[src/icache_pkg.sv]
//////////////////////////////////////////////////
// icache shared types: widths, bus structs and the
// controller state encoding
//////////////////////////////////////////////////
`default_nettype none

package icache_pkg;

  // byte address and fetch word widths
  localparam int unsigned ADDR_W     = 32;
  localparam int unsigned WORD_W     = 32;

  // four words per line, so 16 bytes of offset
  localparam int unsigned LINE_WORDS = 4;
  localparam int unsigned OFFSET_W   = 4;

  typedef logic [ADDR_W-1:0]            addr_t;
  typedef logic [WORD_W-1:0]            word_t;
  // word 0 of a line sits in the low bits
  typedef logic [LINE_WORDS*WORD_W-1:0] line_t;

  // fetch unit request, lower two address bits are ignored
  typedef struct packed {
    logic  req;
    addr_t addr;
  } fetch_req_t;

  // one-cycle response, no back-pressure
  typedef struct packed {
    logic  valid;
    word_t data;
  } fetch_rsp_t;

  // wishbone classic master outputs (read only)
  typedef struct packed {
    logic  cyc;
    logic  stb;
    addr_t adr;
  } wb_req_t;

  // wishbone classic slave outputs
  typedef struct packed {
    logic  ack;
    word_t dat;
  } wb_rsp_t;

  // lookup / miss FSM
  typedef enum logic [1:0] {
    IDLE,
    LOOKUP,
    REFILL,
    FILL_WAIT
  } ctrl_state_e;

endpackage

`default_nettype wire

[src/icache_ctrl.sv]
//////////////////////////////////////////////////
// icache controller: lookup/miss FSM, fetch port
// handshake and array / refill sequencing
//////////////////////////////////////////////////
`timescale 1ns/1ps
`default_nettype none

module icache_ctrl #(
  parameter int unsigned NumWays = 4,
  parameter int unsigned NumSets = 64
) (
  input  wire logic                   clk_i,
  input  wire logic                   rst_ni,
  // fetch port
  input  wire icache_pkg::fetch_req_t fetch_req_i,
  output logic                        fetch_ready_o,
  output icache_pkg::fetch_rsp_t      fetch_rsp_o,
  // config
  input  wire logic                   cache_en_i,
  input  wire logic                   hold_i,
  output logic                        idle_o,
  // arrays
  output logic                        rd_o,
  output logic                        wr_o,
  output logic [$clog2(NumSets)-1:0]  index_o,
  output logic [icache_pkg::ADDR_W-$clog2(NumSets)-icache_pkg::OFFSET_W-1:0] tag_o,
  output icache_pkg::line_t           wr_line_o,
  input  wire logic                   hit_i,
  input  wire icache_pkg::word_t      hit_word_i,
  input  wire logic [NumWays-1:0]     victim_i,
  output logic [NumWays-1:0]          wr_way_o,
  // refill
  output logic                        refill_start_o,
  output icache_pkg::addr_t           refill_addr_o,
  output logic                        refill_single_o,
  input  wire logic                   refill_done_i,
  input  wire icache_pkg::line_t      refill_line_i
);

  import icache_pkg::*;

  localparam int unsigned IdxW = $clog2(NumSets);
  localparam int unsigned TagW = ADDR_W - IdxW - OFFSET_W;

  typedef logic [NumWays-1:0] way_t;

  ctrl_state_e state_q;
  ctrl_state_e state_d;

  // address of the request in flight
  addr_t addr_q;
  way_t  victim_q;
  // current miss bypasses the arrays
  logic  nc_q;

  addr_t sel_addr;
  word_t fill_word;

  //////////////////////////////////////////////////
  // address plumbing
  //////////////////////////////////////////////////

  // lookups use the incoming address, writes the latched one
  assign sel_addr = rd_o ? fetch_req_i.addr : addr_q;
  assign index_o  = sel_addr[OFFSET_W +: IdxW];
  assign tag_o    = sel_addr[ADDR_W-1 -: TagW];

  // line base for a refill, word address when the cache is off
  assign refill_single_o = ~cache_en_i;
  assign refill_addr_o   = cache_en_i ? {addr_q[ADDR_W-1:OFFSET_W], {OFFSET_W{1'b0}}} :
                                        {addr_q[ADDR_W-1:2], 2'b00};

  // refill buffer stays stable until the next start
  assign fill_word = refill_line_i[addr_q[OFFSET_W-1:2]*WORD_W +: WORD_W];
  assign wr_line_o = refill_line_i;
  assign wr_way_o  = victim_q;
  assign idle_o    = (state_q == IDLE);

  //////////////////////////////////////////////////
  // FSM
  //////////////////////////////////////////////////

  always_comb begin
    state_d           = state_q;
    fetch_ready_o     = 1'b0;
    fetch_rsp_o.valid = 1'b0;
    fetch_rsp_o.data  = hit_word_i;
    rd_o              = 1'b0;
    wr_o              = 1'b0;
    refill_start_o    = 1'b0;

    unique case (state_q)
      IDLE: begin
        fetch_ready_o = ~hold_i;
        if (fetch_req_i.req && !hold_i) begin
          rd_o    = 1'b1;
          state_d = LOOKUP;
        end
      end
      LOOKUP: begin
        if (cache_en_i && hit_i) begin
          fetch_rsp_o.valid = 1'b1;
          // back-to-back hits, one per cycle
          fetch_ready_o     = ~hold_i;
          if (fetch_req_i.req && !hold_i) begin
            rd_o = 1'b1;
          end else begin
            state_d = IDLE;
          end
        end else begin
          // miss, or a non-cacheable read while disabled
          refill_start_o = 1'b1;
          state_d        = REFILL;
        end
      end
      REFILL: begin
        if (refill_done_i) begin
          state_d = FILL_WAIT;
        end
      end
      FILL_WAIT: begin
        fetch_rsp_o.valid = 1'b1;
        fetch_rsp_o.data  = fill_word;
        // nothing is allocated in disabled mode
        wr_o              = ~nc_q;
        state_d           = IDLE;
      end
      default: begin
        state_d = IDLE;
      end
    endcase
  end

  always_ff @(posedge clk_i or negedge rst_ni) begin
    if (!rst_ni) begin
      state_q <= IDLE;
      nc_q    <= 1'b0;
    end else begin
      state_q <= state_d;
      if (refill_start_o) begin
        nc_q <= refill_single_o;
      end
    end
  end

  // victim comes from the valid bits read in LOOKUP
  always_ff @(posedge clk_i) begin
    if (rd_o) begin
      addr_q <= fetch_req_i.addr;
    end
    if (refill_start_o) begin
      victim_q <= victim_i;
    end
  end

endmodule

`default_nettype wire

[config.mk]
export PLATFORM = sky130hd
export DESIGN_NAME = icache_ctrl
export DESIGN_NICKNAME = d
export VERILOG_FILES = /design/src/icache_pkg.sv /design/src/icache_ctrl.sv
export SDC_FILE = /design/constraint.sdc
export NUM_CORES = 1
export LEC_CHECK = 0
export CAP_MARGIN = 20
export CORE_AREA = 8 8 162 164
export CTS_CLUSTER_SIZE = 28
export DETAILED_ROUTE_END_ITERATION = 8
export DIE_AREA = 0 0 170 172
export DONT_BUFFER_PORTS = 1
export SYNTH_ARGS = -nofsm -noshare
export SYNTH_HDL_FRONTEND = slang
export SYNTH_SLANG_ARGS = --single-unit
[constraint.sdc]
create_clock -name clk_i -period 2.8 [get_ports clk_i]
set_clock_uncertainty 0.2 [all_clocks]
set_input_delay 0.28 -clock clk_i [delete_from_list [all_inputs] [get_ports clk_i]]
set_output_delay 0.28 -clock clk_i [all_outputs]
set_load 0.01 [all_outputs]
Word level (Yosys, flattened, before mapping)
Cells that the tools add are included.
- bits in registers: 39
- input bits: 203
- output and inout bits: 231
- word-level logic and storage cells: 38
- eq/ne operators: 6
- shift-type cells: 1
- mux-type cells: 18
- bitwise logic cells: 3
- reductions and logical operators: 5
- operators with widths (kind ; number):
    $shiftx 128x8->32 ; 1
    $mux 32 ; 2
    $mux 2 ; 4
    $pmux 2 s4 ; 1
    $mux 1 ; 7
    $pmux 1 s2 ; 3
    $eq 2x2->1 const B ; 2
    $mux 4 ; 1
    $ne 3x3->1 const B ; 1
    $not 1->1 ; 3
    $reduce_and 3->1 ; 1
    $eq 2x1->1 const B ; 1
    $logic_and 1x1->1 ; 2
    $logic_not 2->1 ; 1
    $ne 2x1->1 const B ; 1
    $ne 2x2->1 const B ; 1
    $logic_not 1->1 ; 1

Logic depth before layout (Yosys ltp)
Gate-level depths: netlist (run 1).
- depth in word-level cells: 6
- mapped depth: 6
- mapped depth without buffers: 3

Worst setup path after synthesis (run 1)
OpenSTA, ideal clock, no wires.
- kind: reg2out
- start: register state_q[0]
- end: output tag_o[12] (netlist bit)
- data arrival time: 1635 ps
- required time: 2320 ps
- setup slack: 685 ps
- stages on the path, launching flop included: 6
- buffers on the path: 2
- path through: dfrtp_1 > a21boi_1 > or4b_4 > buf_6 > buf_6 > mux2_4
- cells in the longest elaborated chain, start to end: 3
- elaborated cells on any way between the ends: 4
- those cells by class: 1 x eq/ne; 2 x mux; 1 x reduce/logical
- RTL lines (what ; RTL line ; text):
    start: declaration ; icache_ctrl.sv:47 ; ctrl_state_e state_q;
    start signal: assignment ; icache_ctrl.sv:139 ; state_q <= state_d;
    $eq 2x1->1 or $logic_not 2->1 (tied branches) ; icache_ctrl.sv:92 ; unique case (state_q)
    $pmux 1 s2 * ; icache_ctrl.sv:92 ;
    $mux 32 * ; - ;
    end: declaration ; icache_ctrl.sv:26 ; output logic [icache_pkg::ADDR_W-$clog2(NumSets)-icache_pkg::OFFSET_W-1:0] tag_o,
Every way passes the cells marked *; elsewhere a longest branch is shown, timed or not.

Final worst setup path (run 1)
- start: register state_q[0]
- end: output tag_o[1] (netlist bit)
The elaborated chain is that of the path after synthesis.

==> run metrics, run 1 <==
ranking of synthesized cells by area=buf_4 (33%), mux2i_1 (18%), dfxtp_1 (16%), o221ai_1 (7.8%), mux2_2 (5.9%); CTS tree=yes; final wirelength=14500 µm; peak supply drop=around 0.64 mV; Hold/Removal Path Class=in2reg; depth of the most critical reg-to-reg path=3; RSZ-0062 raised after global routing=no; Setup TNS=0 ps; clock buffer depth=2; initial antenna violation count=2; Setup crit end kind=output pin; flop and latch count out of synthesis=37; Req. time, crit path=2320 ps; critical path arrival=~2100 ps; Worst setup SP type=flip-flop; Worst path max stage delay=720 ps; Final setup violation count=0; Wirelength per Cell=around 24 µm; fill count=2718; R2R Path Start=state_q[0]$_DFFE_PN0P_; Synth Instances=between 300 and 400; Worst Max-Slew Pin Slew=750 ps; htree depth=2; DP Wirelength=around 12000 µm; register area share after synthesis=0.226; Root Buffer=clkbuf_16; Layout area overhead=-2.80%; pins over their slew limit=0; count leader, synth=buf_4; Post-CTS Setup Repair Bufs=0; port bufs=0; Post-Syn Area=3620 µm²; drt pass-1 iters=4; first-pass GRT wire length=around 19000 µm; die area=29200 µm²; Final min period=2570 ps; number of remaining DRC errors=0; share of layout cells above drive strength 1=0.248; clock net sink count=37; Final Hold Fails=0; Initial Utilization=0.152; Layout Cells excl Fill=615; vias per std cell=~4; GRT Residual Overflow=0; Worst setup endpoint=tag_o[1]; fmax=390 MHz; nets=around 490; post-synthesis cell type count=28; largest area contributor in the netlist=buf_4; CP max stage cell=or4b_4; placed cells=between 500 and 600; Post-synth EDFFs=6; worst slack, placed=379 ps; synthesis warning total=0; Top-Level Pins=around 430; WP buf/inv=0; crit path from=state_q[0]$_DFFE_PN0P_; vias in the first global route=2675; area of the multi-input gates=around 1500 µm²; pin count of the biggest net entering global routing=66; Synth Flop Type=dfxtp_1; Yosys top cell area share=0.328; post-route ant nets=0; Pwr Density=860 nW/µm²; slew margin rel.=0.500; Crit Path Category=reg2out; FP Rows=57; Worst-Skew Late Latency=about 280 ps; async set or reset register ratio after synthesis=0.0811; max_cap viols=0; Reg2Reg Setup Slack=610 ps; Mean Syn Cell Area=9.18 µm²; total area of sequential cells=~820 µm²; vias=2462; CTS buffer count=5; DRT iter0 DRCs=61; setup ws final=235 ps; worst reg2reg endpoint=addr_q[3]$_DFFE_PP_; Commonest cells post-synth=buf_4 (158), mux2i_1 (64), nand2_1 (33); cell leakage power=1.50 nW; Die Y=between 150 and 200 µm; crit-path cells=a21boi_1 > or4b_4 > mux2_2; Core ar.=around 24000 µm²; Worst path depth=3; status=complete, no violations; CP max FO=29; die width=between 150 and 200 µm; clk slew on worst S/H paths=60 ps; CP top delay family=simple AND/OR/NAND/NOR gates; GR Util All Layers=0.0891; crit share post-route=0.916; routability cong.=0.786
kinds of logic after synthesis:
kind of cell,synth area share
AO/OA/AOI/OAI,0.0900
buffers and inverters,0.358
flip-flops,0.226
multiplexers,0.274
other,0.00104
AND/OR/NAND/NOR,0.0512
final cells by class:
class | count | area share
multi-input cells | 176 | 0.433
well taps | 324 | 0.115
flip-flops and latches | 37 | 0.232
diodes | 1 | 0.000712
clock inverters | 3 | 0.0125
repair buffers | 66 | 0.168
inverters | 3 | 0.00320
clock buffers | 5 | 0.0356
registers in the layout, indices dropped and copies added, names as in the netlist, named ones only:
| name | count |
|---|---|
| wr_way_o | 4 |
| state_q | 1 |
| addr_q | 30 |
| nc_q | 1 |
repair_timing:
item | CTS | global route
resized for setup | 0 | 1
hold endpoints to repair | 32 | 1
hold buffers | 32 | 1
setup endpoints to repair | 0 | 1
worst register-to-register path, delay by kind of cell, from the launching register on:
kind / cells / cell delay, ps
and+or+nand+nor: 1 / 720
buffers and inverters: 1 / 310
AOI/OAI and AO/OA: 1 / 180
DFF: 1 / 460
how the worst min path moves through the flow:
stage,endpoint,cells after the start,startpoint
after global placement,nc_q$_DFFE_PN0P_,0,rst_ni
final,addr_q[19]$_DFF_P_,1,fetch_req_i[19]
after CTS,addr_q[21]$_DFF_P_,1,fetch_req_i[21]
after detailed placement,nc_q$_DFFE_PN0P_,0,rst_ni
after floorplan,asynchronous set/reset pin,0,rst_ni
after global routing,addr_q[6]$_DFF_P_,1,fetch_req_i[6]
metal layers:
layer | up-vias | routed length, µm | share of wire | track usage
met5 | - | 13 | 0.00090 | 0
met4 | 2 | 323 | 0.022 | 0.0374
met3 | 18 | 2050 | 0.14 | 0.0429
met2 | 259 | 7030 | 0.48 | 0.151
met1 | 1180 | 5110 | 0.35 | 0.0939
li1 | 1003 | - | - | -
report_power, final:
part | total, mW | switching (mW) | internal [mW]
clock network | 0.647 | 0.226 | 0.421
registers | 1.12 | 0.324 | 0.799
logic | 1.25 | 0.682 | 0.568
cell usage in the layout, fill, tap and decap left out, types with 2 or more instances in the layout:
| cell | netlist | routed |
|---|---|---|
| edfxtp_1 | 6 | 6 |
| o21ai_0 | 2 | 2 |
| dfxtp_1 | 28 | 28 |
| mux2_2 | 19 | 19 |
| nor2_1 | 3 | 3 |
| dfrtp_1 | 3 | 3 |
| inv_1 | 3 | 3 |
| nand2_1 | 33 | 33 |
| buf_4 | 158 | 32 |
| a21oi_1 | 2 | 2 |
| clkbuf_16 | 0 | 5 |
| mux2i_1 | 64 | 64 |
| o221ai_1 | 32 | 32 |
| dlygate4sd3_1 | 0 | 33 |
| conb_1 | 1 | 2 |
| mux2_4 | 9 | 9 |
metrics by stage:
| stage | total power, mW | hold WS, ps | util | area [µm²] |
|---|---|---|---|---|
| 2_1_floorplan | 2.38 | -216 | - | 3620 |
| 3_3_place_gp | 2.32 | -215 | 0.126 | 3010 |
| 3_5_place_dp | 2.34 | -215 | 0.126 | 3010 |
| 4_1_cts | 3.06 | 0.374 | 0.147 | 3490 |
| 5_1_grt | 3.20 | 0.105 | 0.148 | 3510 |
| 6_report | 3.02 | 9.02 | 0.148 | 3510 |
Note: power is estimated with default switching activity, not from simulation.
==> run 2, diff against run 1 <==
--- a/config.mk
+++ b/config.mk
@@ -11,6 +11,8 @@
 export DETAILED_ROUTE_END_ITERATION = 8
 export DIE_AREA = 0 0 170 172
 export DONT_BUFFER_PORTS = 1
+export HOLD_SLACK_MARGIN = 0.15
+export MAX_ROUTING_LAYER = met4
 export SYNTH_ARGS = -nofsm -noshare
 export SYNTH_HDL_FRONTEND = slang
 export SYNTH_SLANG_ARGS = --single-unit
==> run 2 against run 1 <==
  * Register-to-register slack about the same
  * Hold slack better by 180 ps
  * Design area up 2.1%
  * Critical path depth unchanged
  * Worst setup slack better by 6.1 ps
  * Fmax up 0.24%
  * Die area unchanged
  * Global-route usage up 0.31 points
  * Combinational power about the same
  * Critical path type unchanged
  * Highest routed layer is now met4
==> run metrics, run 2 (same netlist as run 1, synthesis figures left out) <==
worst reg2reg endpoint=addr_q[3]$_DFFE_PP_ (unchanged); Hold/Removal Path Class=in2reg (unchanged); vias=2508 (was 2462); Worst setup SP type=flip-flop (unchanged); Worst-Skew Late Latency=280 ps (about the same); Reg2Reg Setup Slack=610 ps (about the same); Die Y=172 µm (unchanged); post-route ant nets=0 (unchanged); Top reg by flops=addr_q (unchanged); met2 Track Usage GR=0.152 (was 0.151); Clock Power Share=0.214 (about the same); Final Instance Area=3590 µm² (was 3510 µm²); max_cap viols=0 (unchanged); max reg flops=30 (unchanged); Post-CTS Setup Repair Bufs=0 (unchanged); Initial Utilization=0.152 (unchanged); die area=29200 µm² (unchanged); CTS buffer count=5 (unchanged); Worst Hold End=wr_way_o[3]$_DFFE_PP_ (was addr_q[19]$_DFF_P_); fmax=391 MHz (was 390 MHz); most frequent cells in the layout=mux2i_1 (64), dlygate4sd3_1 (40), nand2_1 (33) (was mux2i_1 (64), nand2_1 (33), dlygate4sd3_1 (33)); Req. time, crit path=2320 ps (about the same); slew margin rel.=0.501 (was 0.500); crit share post-route=0.914 (was 0.916); area of placed instances=3010 µm² (unchanged); pin count of the biggest net entering global routing=66 (unchanged); final wirelength=14700 µm (was 14500 µm); DRT iter0 DRCs=68 (was 61); clock net sink count=37 (unchanged); Final min period=2560 ps (was 2570 ps); NetSw=1.23 mW (about the same); met1 Use GR=0.0999 (was 0.0939); Core ar.=23800 µm² (unchanged); global route hottest layer=met2 (unchanged); Top-Level Pins=434 (unchanged); Logic pwr share=0.416 (was 0.414); routability cong.=0.797 (was 0.786); pins over their slew limit=0 (unchanged); cell leakage power=1.53 nW (was 1.50 nW); Seq pwr share=0.370 (was 0.372); drt pass-1 iters=4 (unchanged); clk slew on worst S/H paths=60 ps (about the same); CTS tree=yes (unchanged); share of layout cells above drive strength 1=0.242 (was 0.248); port bufs=0 (unchanged); Int Pwr=1.79 mW (about the same); number of remaining DRC errors=0 (unchanged); Root Buffer=clkbuf_16 (unchanged); Final setup violation count=0 (unchanged); Setup TNS=0 ps (unchanged); Pwr Density=845 nW/µm² (was 860 nW/µm²); vias in the first global route=2720 (was 2675); clock buffer depth=2 (unchanged); die width=170 µm (unchanged); GRT Residual Overflow=0 (unchanged); Layout area overhead=-0.796% (was -2.80%); vias per std cell=4.03 (was 4.00); Sw Share=0.408 (about the same); min-delay src=hit_i (was fetch_req_i[19]); CP max FO=29 (unchanged); GR Util All Layers=0.0922 (was 0.0891); status=complete, no violations (unchanged); FP Rows=57 (unchanged); critical path arrival=2080 ps (was 2090 ps); Wirelength per Cell=23.6 µm (about the same); Worst Max-Slew Pin Slew=749 ps (was 750 ps); nets=499 (was 492); setup ws final=241 ps (was 235 ps); worst slack, placed=379 ps (unchanged); first-pass GRT wire length=19500 µm (was 19400 µm); Layout Cells excl Fill=623 (was 615); depth of the most critical reg-to-reg path=3 (unchanged); Crit Path Category=reg2out (unchanged); Final Hold Fails=0 (unchanged); Setup crit end kind=output pin (unchanged); initial antenna violation count=2 (unchanged); DP Wirelength=12000 µm (unchanged); hold path depth=2 (was 1); R2R Path Start=state_q[0]$_DFFE_PN0P_ (unchanged); routing usage on met3=0.0345 (was 0.0429); leading cell type in the layout, fill and taps excluded=mux2i_1 (unchanged); Final Power=3.03 mW (was 3.02 mW); peak supply drop=0.645 mV (was 0.638 mV); placed cells=573 (unchanged); htree depth=2 (unchanged); RSZ-0062 raised after global routing=no (unchanged)
==> run 2: cell types whose count changed in the layout (fill, tap and decap cells not counted), sizes merged <==
| cell | previous run | this run |
|---|---|---|
| diode | 1 | 2 |
| dlygate4sd3 | 33 | 40 |
==> run 2: how the worst max path moves through the flow <==
stage | from | to | cells after the start
after detailed placement | flip-flop | fetch_rsp_o[4] | 3
after global routing | state_q[0]$_DFFE_PN0P_ | tag_o[0] | 3
after floorplan | state_q[0]$_DFFE_PN0P_ | tag_o[12] | 5
after CTS | flip-flop | fetch_rsp_o[4] | 3
after global placement | flip-flop | fetch_rsp_o[4] | 3
final | state_q[0]$_DFFE_PN0P_ | tag_o[15] | 3
==> run 2: layout make-up <==
cell class | instances | area [µm²]
Multi-Input combinational cell | 176 | 1520
Tap cell | 324 | 405
Antenna cell | 2 | 5.00
Clock buffer | 5 | 125
Sequential cell | 37 | 816
Fill cell | 2710 | 20200
Clock inverter | 3 | 43.8
Timing Repair Buffer | 73 | 661
Inverter | 3 | 11.3
==> run 2: timing repair <==
action	in CTS	in global routing
gates resized for setup	0	1
hold buffers	40	0
endpoints found under the setup margin	0	1
endpoints found under the hold margin	39	0
==> run 2: layer usage <==
layer / wire, µm / part of all wire
met1: 5460 / 0.37
met2: 7090 / 0.48
met3: 1810 / 0.12
met4: 322 / 0.022
met5: 0 / 0
==> run 2: power by group through the flow <==
stage          combinational (mW)  sequential (mW)  clock (mW)
2_1_floorplan                1.49            0.897           0
3_3_place_gp                 1.19             1.13           0
3_5_place_dp                 1.21             1.13           0
4_1_cts                      1.28             1.12       0.669
5_1_grt                      1.35             1.16       0.692
6_report                     1.26             1.12       0.648
==> run 2: metrics by stage <==
step / hold slack (ps) / utilization
after floorplan: -216 / -
after detailed placement: -215 / 0.126
after global routing: 183 / 0.151
final: 190 / 0.151
after CTS: 183 / 0.150
after global placement: -215 / 0.126
==> run 2: critical path, cell delays in order (launching register included) <==
cell and delay [ps]:
dfrtp_1 460, a21boi_1 180, or4b_4 720, mux2_4 410
